===== src/rtl/pw_pkg.sv =====
package pw_pkg;

   ////////////////////
   // sizes
   ////////////////////
   localparam int PATTERN_BYTES = 8;  // bytes compared by the matcher
   localparam int DELAY_W       = 20;
   localparam int WIDTH_W       = 17;

   typedef logic [7:0] reg_addr_t;
   typedef logic [7:0] reg_data_t;
   typedef logic [3:0] pat_count_t;  // 0 .. PATTERN_BYTES

   // byte 0 sits in the lowest lane
   typedef logic [PATTERN_BYTES-1:0][7:0] pattern_t;

   typedef logic [DELAY_W-1:0] trig_delay_t;
   typedef logic [WIDTH_W-1:0] trig_width_t;

   typedef enum logic [1:0] {
      SPEED_AUTO = 2'd0,
      SPEED_LS   = 2'd1,
      SPEED_FS   = 2'd2,
      SPEED_HS   = 2'd3
   } usb_speed_t;

   ////////////////////
   // register map
   ////////////////////
   localparam reg_addr_t ADDR_ARM       = 8'h00;  // wr bit0 arms, rd {busy, armed}
   localparam reg_addr_t ADDR_SPEED     = 8'h01;
   localparam reg_addr_t ADDR_PAT_BYTES = 8'h02;
   localparam reg_addr_t ADDR_DELAY0    = 8'h03;  // lsb first, 3 bytes
   localparam reg_addr_t ADDR_DELAY1    = 8'h04;
   localparam reg_addr_t ADDR_DELAY2    = 8'h05;
   localparam reg_addr_t ADDR_WIDTH0    = 8'h06;  // lsb first, 3 bytes
   localparam reg_addr_t ADDR_WIDTH1    = 8'h07;
   localparam reg_addr_t ADDR_WIDTH2    = 8'h08;
   localparam reg_addr_t ADDR_PATTERN0  = 8'h10;  // one byte per pattern lane
   localparam reg_addr_t ADDR_MASK0     = 8'h18;  // one byte per mask lane

endpackage


===== src/rtl/pw_reg_file.sv =====
`timescale 1ns/1ps

module pw_reg_file (
   input  logic               fe_clk,
   input  logic               rst_n_i,
   input  pw_pkg::reg_addr_t  reg_addr_i,
   input  pw_pkg::reg_data_t  reg_wdata_i,
   input  logic               reg_wr_i,
   input  logic               reg_rd_i,
   output pw_pkg::reg_data_t  reg_rdata_o,
   input  logic               match_i,
   input  logic               trig_busy_i,
   output logic               armed_o,
   output pw_pkg::usb_speed_t speed_o,
   output pw_pkg::pat_count_t pat_bytes_o,
   output pw_pkg::pattern_t   pattern_o,
   output pw_pkg::pattern_t   mask_o,
   output pw_pkg::trig_delay_t delay_o,
   output pw_pkg::trig_width_t width_o
);

   pw_pkg::reg_addr_t pat_off;   // offset into pattern lanes
   pw_pkg::reg_addr_t mask_off;  // offset into mask lanes
   logic              pat_hit;
   logic              mask_hit;
   pw_pkg::reg_data_t rd_mux;

   assign pat_off  = reg_addr_i - pw_pkg::ADDR_PATTERN0;
   assign mask_off = reg_addr_i - pw_pkg::ADDR_MASK0;
   assign pat_hit  = (reg_addr_i >= pw_pkg::ADDR_PATTERN0) && (pat_off < pw_pkg::PATTERN_BYTES);
   assign mask_hit = (reg_addr_i >= pw_pkg::ADDR_MASK0) && (mask_off < pw_pkg::PATTERN_BYTES);

   ////////////////////
   // write side
   ////////////////////
   always_ff @(posedge fe_clk) begin
      if (!rst_n_i) begin
         armed_o     <= 1'b0;
         speed_o     <= pw_pkg::SPEED_AUTO;
         pat_bytes_o <= '0;
         delay_o     <= '0;
         width_o     <= '0;
      end else begin
         // a match disarms, even against a write in the same cycle
         if (match_i) begin
            armed_o <= 1'b0;
         end else if (reg_wr_i && reg_addr_i == pw_pkg::ADDR_ARM && reg_wdata_i[0]) begin
            armed_o <= 1'b1;
         end
         if (reg_wr_i) begin
            case (reg_addr_i)
               pw_pkg::ADDR_SPEED:     speed_o <= pw_pkg::usb_speed_t'(reg_wdata_i[1:0]);
               pw_pkg::ADDR_PAT_BYTES: begin
                  if (reg_wdata_i > pw_pkg::PATTERN_BYTES)
                     pat_bytes_o <= pw_pkg::pat_count_t'(pw_pkg::PATTERN_BYTES);  // clamp
                  else
                     pat_bytes_o <= reg_wdata_i[3:0];
               end
               pw_pkg::ADDR_DELAY0:    delay_o[7:0]  <= reg_wdata_i;
               pw_pkg::ADDR_DELAY1:    delay_o[15:8] <= reg_wdata_i;
               pw_pkg::ADDR_DELAY2:    delay_o[pw_pkg::DELAY_W-1:16] <=
                                          reg_wdata_i[pw_pkg::DELAY_W-17:0];
               pw_pkg::ADDR_WIDTH0:    width_o[7:0]  <= reg_wdata_i;
               pw_pkg::ADDR_WIDTH1:    width_o[15:8] <= reg_wdata_i;
               pw_pkg::ADDR_WIDTH2:    width_o[pw_pkg::WIDTH_W-1:16] <=
                                          reg_wdata_i[pw_pkg::WIDTH_W-17:0];
               default: ;
            endcase
         end
      end
   end

   // pattern and mask lanes, plain storage
   always_ff @(posedge fe_clk) begin
      if (reg_wr_i && pat_hit)
         pattern_o[pat_off] <= reg_wdata_i;
      if (reg_wr_i && mask_hit)
         mask_o[mask_off] <= reg_wdata_i;
   end

   ////////////////////
   // read side
   ////////////////////
   always_comb begin
      rd_mux = '0;  // unmapped reads as zero
      case (reg_addr_i)
         pw_pkg::ADDR_ARM:       rd_mux = {6'b0, trig_busy_i, armed_o};
         pw_pkg::ADDR_SPEED:     rd_mux = {6'b0, speed_o};
         pw_pkg::ADDR_PAT_BYTES: rd_mux = {4'b0, pat_bytes_o};
         pw_pkg::ADDR_DELAY0:    rd_mux = delay_o[7:0];
         pw_pkg::ADDR_DELAY1:    rd_mux = delay_o[15:8];
         pw_pkg::ADDR_DELAY2:    rd_mux = pw_pkg::reg_data_t'(delay_o[pw_pkg::DELAY_W-1:16]);
         pw_pkg::ADDR_WIDTH0:    rd_mux = width_o[7:0];
         pw_pkg::ADDR_WIDTH1:    rd_mux = width_o[15:8];
         pw_pkg::ADDR_WIDTH2:    rd_mux = pw_pkg::reg_data_t'(width_o[pw_pkg::WIDTH_W-1:16]);
         default: begin
            if (pat_hit)
               rd_mux = pattern_o[pat_off];
            else if (mask_hit)
               rd_mux = mask_o[mask_off];
         end
      endcase
   end

   always_ff @(posedge fe_clk) begin
      if (!rst_n_i)
         reg_rdata_o <= '0;
      else if (reg_rd_i)
         reg_rdata_o <= rd_mux;  // held until the next read
   end

endmodule


===== src/rtl/rx_byte_window.sv =====
`timescale 1ns/1ps

module rx_byte_window (
   input  logic               fe_clk,
   input  logic               rst_n_i,
   input  pw_pkg::reg_data_t  fe_data_i,
   input  logic               fe_rxvalid_i,
   input  logic               fe_rxactive_i,
   input  logic               fe_rxerror_i,
   input  pw_pkg::pat_count_t pat_bytes_i,
   output pw_pkg::pattern_t   window_o,
   output logic               window_ready_o
);

   logic               rxactive_q;
   logic               pkt_start;   // first cycle of a packet
   pw_pkg::pat_count_t byte_cnt;
   pw_pkg::pat_count_t cnt_cur;
   logic               spoiled;
   logic               spoil_next;
   logic               take_byte;

   assign pkt_start  = fe_rxactive_i & ~rxactive_q;
   assign cnt_cur    = pkt_start ? '0 : byte_cnt;  // restart on a new packet
   assign spoil_next = (pkt_start ? 1'b0 : spoiled) | (fe_rxactive_i & fe_rxerror_i);

   // stop collecting once the window is full
   assign take_byte  = fe_rxactive_i & fe_rxvalid_i & (cnt_cur < pat_bytes_i);

   always_ff @(posedge fe_clk) begin
      if (!rst_n_i) begin
         rxactive_q     <= 1'b0;
         byte_cnt       <= '0;
         spoiled        <= 1'b0;
         window_ready_o <= 1'b0;
      end else begin
         rxactive_q     <= fe_rxactive_i;
         spoiled        <= spoil_next;
         byte_cnt       <= take_byte ? cnt_cur + 4'd1 : cnt_cur;
         // last pattern byte of a clean packet
         window_ready_o <= take_byte && (cnt_cur + 4'd1 == pat_bytes_i) && !spoil_next;
      end
   end

   // window bytes themselves
   always_ff @(posedge fe_clk) begin
      if (take_byte)
         window_o[cnt_cur] <= fe_data_i;
   end

endmodule


===== src/rtl/pattern_matcher.sv =====
`timescale 1ns/1ps

module pattern_matcher (
   input  logic               fe_clk,
   input  logic               rst_n_i,
   input  pw_pkg::pattern_t   window_i,
   input  logic               window_ready_i,
   input  pw_pkg::pattern_t   pattern_i,
   input  pw_pkg::pattern_t   mask_i,
   input  pw_pkg::pat_count_t pat_bytes_i,
   input  logic               armed_i,
   output logic               match_o
);

   logic [pw_pkg::PATTERN_BYTES-1:0] byte_ok;
   logic                             all_ok;

   ////////////////////
   // per byte compare
   ////////////////////
   // only mask bits set to one take part in the compare,
   // and lanes beyond the byte count are don't care
   always_comb begin
      for (int i = 0; i < pw_pkg::PATTERN_BYTES; i++) begin
         if (i >= pat_bytes_i)
            byte_ok[i] = 1'b1;
         else
            byte_ok[i] = ((window_i[i] ^ pattern_i[i]) & mask_i[i]) == 8'h00;
      end
   end

   assign all_ok = &byte_ok;

   always_ff @(posedge fe_clk) begin
      if (!rst_n_i) begin
         match_o <= 1'b0;
      end else begin
         // one cycle pulse, only while armed
         match_o <= window_ready_i & armed_i & all_ok & (pat_bytes_i != '0);
      end
   end

endmodule


===== src/rtl/trigger_gen.sv =====
`timescale 1ns/1ps

module trigger_gen (
   input  logic                fe_clk,
   input  logic                rst_n_i,
   input  logic                match_i,
   input  pw_pkg::trig_delay_t delay_i,
   input  pw_pkg::trig_width_t width_i,
   output logic                trig_o,
   output logic                busy_o
);

   typedef enum logic [1:0] {
      ST_IDLE,
      ST_DELAY,
      ST_PULSE
   } state_t;

   state_t              state_q;
   pw_pkg::trig_delay_t dly_cnt;
   pw_pkg::trig_width_t wid_cnt;  // cycles left after the current one

   ////////////////////
   // delay / pulse fsm
   ////////////////////
   always_ff @(posedge fe_clk) begin
      if (!rst_n_i) begin
         state_q <= ST_IDLE;
         dly_cnt <= '0;
         wid_cnt <= '0;
         trig_o  <= 1'b0;
      end else begin
         case (state_q)
            ST_IDLE: begin
               if (match_i) begin  // matches while busy are dropped
                  dly_cnt <= delay_i;
                  state_q <= ST_DELAY;
               end
            end
            ST_DELAY: begin
               if (dly_cnt == '0) begin
                  if (width_i != '0) begin
                     wid_cnt <= width_i - 1'b1;
                     trig_o  <= 1'b1;
                     state_q <= ST_PULSE;
                  end else begin
                     state_q <= ST_IDLE;  // zero width, no pulse
                  end
               end else begin
                  dly_cnt <= dly_cnt - 1'b1;
               end
            end
            ST_PULSE: begin
               if (wid_cnt == '0) begin
                  trig_o  <= 1'b0;
                  state_q <= ST_IDLE;
               end else begin
                  wid_cnt <= wid_cnt - 1'b1;
               end
            end
            default: state_q <= ST_IDLE;
         endcase
      end
   end

   assign busy_o = (state_q != ST_IDLE);

endmodule


===== src/rtl/pw_top.sv =====
`timescale 1ns/1ps

module pw_top (
   input  logic              fe_clk,
   input  logic              rst_n_i,
   // host register bus
   input  pw_pkg::reg_addr_t reg_addr_i,
   input  pw_pkg::reg_data_t reg_wdata_i,
   input  logic              reg_wr_i,
   input  logic              reg_rd_i,
   output pw_pkg::reg_data_t reg_rdata_o,
   // usb phy receive side
   input  pw_pkg::reg_data_t fe_data_i,
   input  logic              fe_rxvalid_i,
   input  logic              fe_rxactive_i,
   input  logic              fe_rxerror_i,
   output logic [1:0]        fe_xcvrsel_o,
   output logic              fe_termsel_o,
   // trigger and leds
   output logic              cw_trig_o,
   output logic              mcx_trig_o,
   output logic              led_trig_o,
   output logic              led_cap_o
);

   logic                armed;
   logic                match;
   logic                trig_busy;
   logic                window_ready;
   pw_pkg::usb_speed_t  speed;
   pw_pkg::pat_count_t  pat_bytes;
   pw_pkg::pattern_t    pattern;
   pw_pkg::pattern_t    mask;
   pw_pkg::pattern_t    window;
   pw_pkg::trig_delay_t delay;
   pw_pkg::trig_width_t width;

   pw_reg_file u_reg_file (
      .fe_clk         (fe_clk),
      .rst_n_i        (rst_n_i),
      .reg_addr_i     (reg_addr_i),
      .reg_wdata_i    (reg_wdata_i),
      .reg_wr_i       (reg_wr_i),
      .reg_rd_i       (reg_rd_i),
      .reg_rdata_o    (reg_rdata_o),
      .match_i        (match),
      .trig_busy_i    (trig_busy),
      .armed_o        (armed),
      .speed_o        (speed),
      .pat_bytes_o    (pat_bytes),
      .pattern_o      (pattern),
      .mask_o         (mask),
      .delay_o        (delay),
      .width_o        (width)
   );

   rx_byte_window u_rx_window (
      .fe_clk         (fe_clk),
      .rst_n_i        (rst_n_i),
      .fe_data_i      (fe_data_i),
      .fe_rxvalid_i   (fe_rxvalid_i),
      .fe_rxactive_i  (fe_rxactive_i),
      .fe_rxerror_i   (fe_rxerror_i),
      .pat_bytes_i    (pat_bytes),
      .window_o       (window),
      .window_ready_o (window_ready)
   );

   pattern_matcher u_matcher (
      .fe_clk         (fe_clk),
      .rst_n_i        (rst_n_i),
      .window_i       (window),
      .window_ready_i (window_ready),
      .pattern_i      (pattern),
      .mask_i         (mask),
      .pat_bytes_i    (pat_bytes),
      .armed_i        (armed),
      .match_o        (match)
   );

   trigger_gen u_trigger (
      .fe_clk   (fe_clk),
      .rst_n_i  (rst_n_i),
      .match_i  (match),
      .delay_i  (delay),
      .width_i  (width),
      .trig_o   (cw_trig_o),
      .busy_o   (trig_busy)
   );

   ////////////////////
   // phy mode pins
   ////////////////////
   always_comb begin
      case (speed)
         pw_pkg::SPEED_LS: begin
            fe_xcvrsel_o = 2'b10;
            fe_termsel_o = 1'b1;
         end
         pw_pkg::SPEED_HS: begin
            fe_xcvrsel_o = 2'b00;
            fe_termsel_o = 1'b0;
         end
         default: begin  // auto falls back to full speed
            fe_xcvrsel_o = 2'b01;
            fe_termsel_o = 1'b1;
         end
      endcase
   end

   assign mcx_trig_o = cw_trig_o;
   assign led_trig_o = trig_busy;
   assign led_cap_o  = armed;

endmodule


===== config.mk =====
export PLATFORM = sky130hd
export DESIGN_NAME = pw_top
export DESIGN_NICKNAME = d
export VERILOG_FILES = /design/src/rtl/pw_pkg.sv /design/src/rtl/pw_reg_file.sv /design/src/rtl/rx_byte_window.sv /design/src/rtl/pattern_matcher.sv /design/src/rtl/trigger_gen.sv /design/src/rtl/pw_top.sv
export SDC_FILE = /design/constraint.sdc
export NUM_CORES = 1
export LEC_CHECK = 0
export BUFFER_PORTS_ARGS = -buffer_cell sky130_fd_sc_hd__clkbuf_2
export CELL_PAD_IN_SITES_DETAIL_PLACEMENT = 0
export CELL_PAD_IN_SITES_GLOBAL_PLACEMENT = 1
export CORE_UTILIZATION = 40
export CTS_BUF_LIST = sky130_fd_sc_hd__clkbuf_8
export CTS_CLUSTER_SIZE = 10
export DETAILED_ROUTE_END_ITERATION = 6
export PLACE_DENSITY = 0.76
export SLEW_MARGIN = 10
export SYNTH_ARGS = -nofsm -noshare
export SYNTH_HDL_FRONTEND = slang
export SYNTH_SLANG_ARGS = --single-unit

===== constraint.sdc =====
create_clock -name fe_clk -period 3.5 [get_ports fe_clk]
set_input_delay 0.175 -clock fe_clk [delete_from_list [all_inputs] [get_ports fe_clk]]
set_output_delay 0.175 -clock fe_clk [all_outputs]
set_load 0.05 [all_outputs]

## Word-level counts from Yosys, hierarchy flattened

Index checks and enable logic that the tools add are counted.

- Register bits after elaboration: 292
- Bits in latches: 0
- Bits in writable memories: 0
- ROM bits: 0
- Bits of input ports: 31
- Logic and storage cells: 203
- Memories: 0

- Add/sub/neg operators: 6
- $mul: 0
- Divide/modulo/power cells: 0
- Order comparisons: 20
- Eq/ne operators: 19
- Shift operators: 0
- Mux-type cells: 46
- Bitwise gates (word level): 26
- Reduce and logical (&&, ||, !) cells: 43

Operator list:

| cell | count |
|---|---|
| 64-bit bitwise mux | 3 |
| 8-bit demux with 3-bit select | 3 |
| 8-bit zero test | 9 |
| 8-bit one-hot mux with 9 select lines | 1 |
| 8-bit AND | 8 |
| 8-bit XOR | 8 |
| 8-bit 2-to-1 mux | 7 |
| 17-bit 2-to-1 mux | 3 |
| 8-bit binary-select mux with 3-bit select | 2 |
| 20-bit 2-to-1 mux | 2 |
| 20-bit one-hot mux with 2 select lines | 1 |
| 17-bit one-hot mux with 2 select lines | 1 |
| 17-bit by 1-bit subtractor with 17-bit output, second input constant | 2 |
| 8-bit by 3-bit equality test with 1-bit output, second input constant | 4 |
| 8-bit by 4-bit < comparator with 1-bit output, second input constant | 4 |
| 20-bit zero test | 1 |
| 20-bit by 1-bit subtractor with 20-bit output, second input constant | 1 |
| 17-bit zero test | 1 |
| 17-bit nonzero test | 1 |
| 8-bit by 2-bit equality test with 1-bit output, second input constant | 2 |
| 3-bit by 4-bit >= comparator with 1-bit output, first input constant | 4 |
| 8-bit by 1-bit >= comparator with 1-bit output, second input constant | 2 |
| 8-bit by 5-bit >= comparator with 1-bit output, second input constant | 2 |
| 2-bit AND reduction | 8 |
| 33 further kinds | 80 |

## Logic depth before layout (Yosys ltp)

- Depth after elaboration: 8
- Mapped depth: 12
- Mapped depth without buffers: 10

## Cells and area by module

A second synthesis with hierarchy kept.

- Cell total of the unflattened synthesis: 1216
- Area total of the unflattened synthesis: 14086.0 um^2

By module, submodules not included:

| module | instances | cells each | area each (um^2) | seq. area each (um^2) |
|---|---|---|---|---|
| pw_reg_file | 1 | 550 | 7673.6 | 4884.7 |
| trigger_gen | 1 | 399 | 2875.3 | 800.8 |
| rx_byte_window | 1 | 142 | 2544.9 | 2062.0 |
| pattern_matcher | 1 | 121 | 968.4 | 20.0 |
| pw_top | 1 | 4 | 23.8 | 0.0 |

## Worst setup path before layout

No wires, ideal clock.

- Kind: register -> register
- Start: register u_rx_window.rxactive_q
- End: register u_rx_window.window_o[16] in the netlist's numbering, enable pin
- Arrival time: 2.706 ns
- Setup slack: 0.400 ns
- Cell stages (with the launch flop): 12
- Period minus slack after synthesis: 3.100 ns
- Cells stage by stage: dfxtp_1 > nand2b_1 > nand2_1 > inv_1 > ha_1 > nor2b_1 > o21a_1 > o21ai_0 > and4b_1 > clkbuf_1 > nand2_1 > nor4_1

- Cells in the longest elaborated chain, start to end: 5

RTL lines:

| element | RTL line | RTL |
|---|---|---|
| start, declared | rx_byte_window.sv:15 | `logic rxactive_q;` |
| start signal, assigned | rx_byte_window.sv:37 | `rxactive_q <= fe_rxactive_i;` |
| 1-bit NOT | rx_byte_window.sv:23 | `assign pkt_start = fe_rxactive_i & ~rxactive_q;` |
| 1-bit AND | rx_byte_window.sv:23 |  |
| 4-bit 2-to-1 mux | rx_byte_window.sv:24 | `assign cnt_cur = pkt_start ? '0 : byte_cnt;` |
| 4-bit < comparator | rx_byte_window.sv:28 | `assign take_byte = fe_rxactive_i & fe_rxvalid_i & (cnt_cur < pat_bytes_i);` |
| 1-bit AND | rx_byte_window.sv:28 |  |
| end signal, assigned by index | rx_byte_window.sv:48 | `window_o[cnt_cur] <= fe_data_i;` |
| end, declared | rx_byte_window.sv:11 | `output pw_pkg::pattern_t window_o,` |

No other way between the ends.
A chain may end at the register's enable or synchronous reset.

## Worst setup path in the final report

- Start: register u_rx_window.rxactive_q
- End: register u_rx_window.window_o[7] in the netlist's numbering, enable pin

The elaborated chain is that of the path after synthesis.

==> flow_summary.json <==
{
  "cp_common_cell": "nand2_1",
  "syn_inst": 1175,
  "relSlewSlack_pct": 41.2,
  "fin_crit_sh_pct": 82.7,
  "grt-ovfl-total": 0,
  "synth_seq_area_share_pct": 56.3,
  "final_cells": 1752,
  "cts_buffers": 50,
  "met3WireLength_um": 3310,
  "critPathBufInv": 2,
  "synthTopCellsByCount": "192 x edfxtp_1, 111 x nand2_1, 100 x dfxtp_1",
  "gp_congestion": 0.892,
  "synth_seq_cells": 292,
  "cp_top_family": "simple AND/OR/NAND/NOR gates",
  "power_leakage_nw": 5.57,
  "synth_top_area_cell": "edfxtp_1",
  "clockBufferDepth": 3,
  "p_per_area_nw_per_um2": 440,
  "synthArstFlopShare_pct": 0,
  "crit_path_end_kind": "flop",
  "ioPinCount": 46,
  "fin_skew_ns": 0.0336,
  "stdcell_area_um2": 15700,
  "synth_area_per_cell_um2": 11.7,
  "grt_pass1_wl_um": 62800,
  "insertion_delay_ns": 0.60,
  "drc": 0,
  "synth.most_common_cell": "edfxtp_1",
  "worstMarginPinSlew_ns": 0.879,
  "ant_nets": 0,
  "synth.top_cell.area_share_pct": 41.8,
  "crit_type": "reg2reg",
  "ys_top_cells_by_area": "edfxtp_1 42%, dfxtp_1 15%, mux4_2 5.9%, xor2_1 4.3%, mux2i_1 3.0%",
  "tns_ns": 0,
  "grt_pass1_vias": 10100,
  "diodes": 0,
  "dpl_cell_area_um2": 14700,
  "crit_fanout": 9,
  "syn_area_um2": 13800,
  "synth.distinct_cells": 88,
  "whs_ns": 0.113,
  "final_hold_viol_count": 0,
  "start_util_pct": 40.9,
  "synth_nets": 1217,
  "n_fill_cell": 3090,
  "start_kind": "flop",
  "rsz0062_at_grt": "false",
  "hold_class": "in2reg",
  "setup_viol": 0,
  "synth-main-ff-cell": "edfxtp_1",
  "num_vias": 10300,
  "r2r_slack_ns": 0.61,
  "dp.cells": 1648,
  "drive_gt1_share_pct": 17.6,
  "fmax_ghz": 0.345,
  "die_height_um": 188,
  "final-max-slew-violation-count": 0,
  "wl_met2_um": 18600,
  "antenna_found_initial": 1,
  "drt_iter0_markers": 1174,
  "wl_per_cell_um": 23.6,
  "cts_tree": "built",
  "numPortBuffers": 45,
  "fin_nets": 1305,
  "synth-warning-count": 0,
  "worstPathArrival_ns": 3.20,
  "period_minus_slack_ns": 2.89,
  "drt_wl_total_um": 41400,
  "cp.required_ns": 3.80,
  "place_hpwl_um": 28700,
  "fin_util_pct": 46.6,
  "crit_chain": "nand2b_1 > nand2_1 > inv_1 > ha_1 > nor2b_1 > o21a_1 > o21ai_0 > and4b_1 > nand2_1 > nor3_1 > buf_4",
  "slowest_stage": "and4b_1",
  "via_per_inst": 5.86,
  "status": "completed",
  "m1WireLength_um": 18100,
  "irDropWorstVdd_mv": 0.265,
  "clk_pin_slew_ns": 0.06,
  "num_rows": 67,
  "grt_max_degree": 46,
  "root_buffer": "clkbuf_8",
  "cts_max_level": 2,
  "coreArea_um2": 33700,
  "maxCapViolations": 0,
  "grt.total_usage_pct": 23.7,
  "synth_edf_count": 192,
  "die_area_um2": 35200,
  "area_growth_pct": 14.0,
  "dieWidth_um": 188,
  "highest_layer": "met5",
  "cpPeakStageDelay_ns": 0.41,
  "drtPass1Iterations": 5,
  "clock-sinks": 292
}
==> sequential cells by signal, summed over array words and instances (netlist names) <==
register,count
u_reg_file.mask_o,64
u_reg_file.delay_o,20
u_rx_window.window_ready_o,1
u_reg_file.pattern_o,64
u_trigger.wid_cnt,17
u_rx_window.byte_cnt,4
u_reg_file.width_o,17
u_rx_window.rxactive_q,1
u_reg_file.reg_rdata_o,8
u_reg_file.pat_bytes_o,4
u_trigger.dly_cnt,20
u_reg_file.armed_o,1
u_reg_file.speed_o,2
u_trigger.trig_o,1
u_matcher.match_o,1
u_trigger.state_q,2
u_rx_window.spoiled,1
u_rx_window.window_o,64
==> what timing repair did <==
item	4_1_cts	5_1_grt
hold endpoints to repair	68	0
hold buffers	11	0
buffers inserted	0	0
resized for setup	0	0
==> logic make-up (layout without fill, tap and decap cells) <==
| family | count (synthesis) | count (layout) | share of synthesized area, % |
|---|---|---|---|
| flops | 292 | 292 | 56.3 |
| xor+xnor | 70 | 70 | 4.45 |
| mux | 83 | 83 | 9.36 |
| buf+inv | 85 | 214 | 2.61 |
| compound gates | 291 | 291 | 13.7 |
| fa+ha+maj | 11 | 11 | 0.998 |
| simple gates | 343 | 343 | 12.6 |
==> placed cells by master (no fill, tap or decap), types with 12 or more instances in the layout <==
cell      count
nor3_1       38
edfxtp_1    192
o22ai_1      12
nor2_1       76
a31oi_1      23
nand3_1      23
clkbuf_8     55
xor2_1       68
a22oi_1      37
o21ai_1      42
a21oi_1      78
clkbuf_2     44
mux4_2       36
mux2i_1      42
o21a_1       12
o21ai_0      24
buf_4        46
nand2_1     111
inv_1        45
dfxtp_1     100
==> layer usage <==
layer | global-route usage [%] | up-vias
met2 | 36.4 | 480
met4 | 8.88 | 2
li1 | - | 4671
met1 | 33.0 | 5040
met5 | 0 | -
met3 | 4.79 | 81
==> power breakdown <==
part / internal (mW) / switching [mW] / total, mW
combinational: 0.120 / 0.239 / 0.359
sequential: 3.68 / 0.0171 / 3.70
clock: 1.46 / 1.41 / 2.86
total: 5.26 / 1.66 / 6.92
==> final timing paths <==
path	startpoint	to	depth (start not counted)
setup reg to reg	u_rx_window.rxactive_q	u_rx_window.window_o[7]	11
setup / recovery	u_rx_window.rxactive_q	u_rx_window.window_o[7]	11
hold reg to reg	u_trigger.dly_cnt[7]	u_trigger.dly_cnt[7]	2
hold / removal	reg_wdata_i[6]	u_reg_file.pattern_o[14]	2
==> layout make-up <==
class,count,area [um^2],share of cell area (%)
clock buffer,55,757,4.82
clock inverter,38,176,1.12
inverter,18,67.6,0.430
multi-input combinational,798,5690,36.2
sequential,292,7770,49.4
tap,448,561,3.57
timing repair buffer,103,701,4.46
==> worst reg2reg max path: cells and delay by family, from the launching register on <==
kind	cells	cell delay, ns
compound gates	2	0.28
fa+ha+maj	1	0.27
flops	1	0.30
buf+inv	2	0.32
simple gates	6	1.45
==> through the flow <==
step | worst slack, ns | power (mW)
6_report | 0.605 | 6.92
5_1_grt | 0.393 | 7.16
4_1_cts | 0.606 | 6.98
3_5_place_dp | 0.668 | 4.12
3_3_place_gp | 0.700 | 4.11
2_1_floorplan | 0.400 | 3.96
Power figures use the tool's default switching activity.
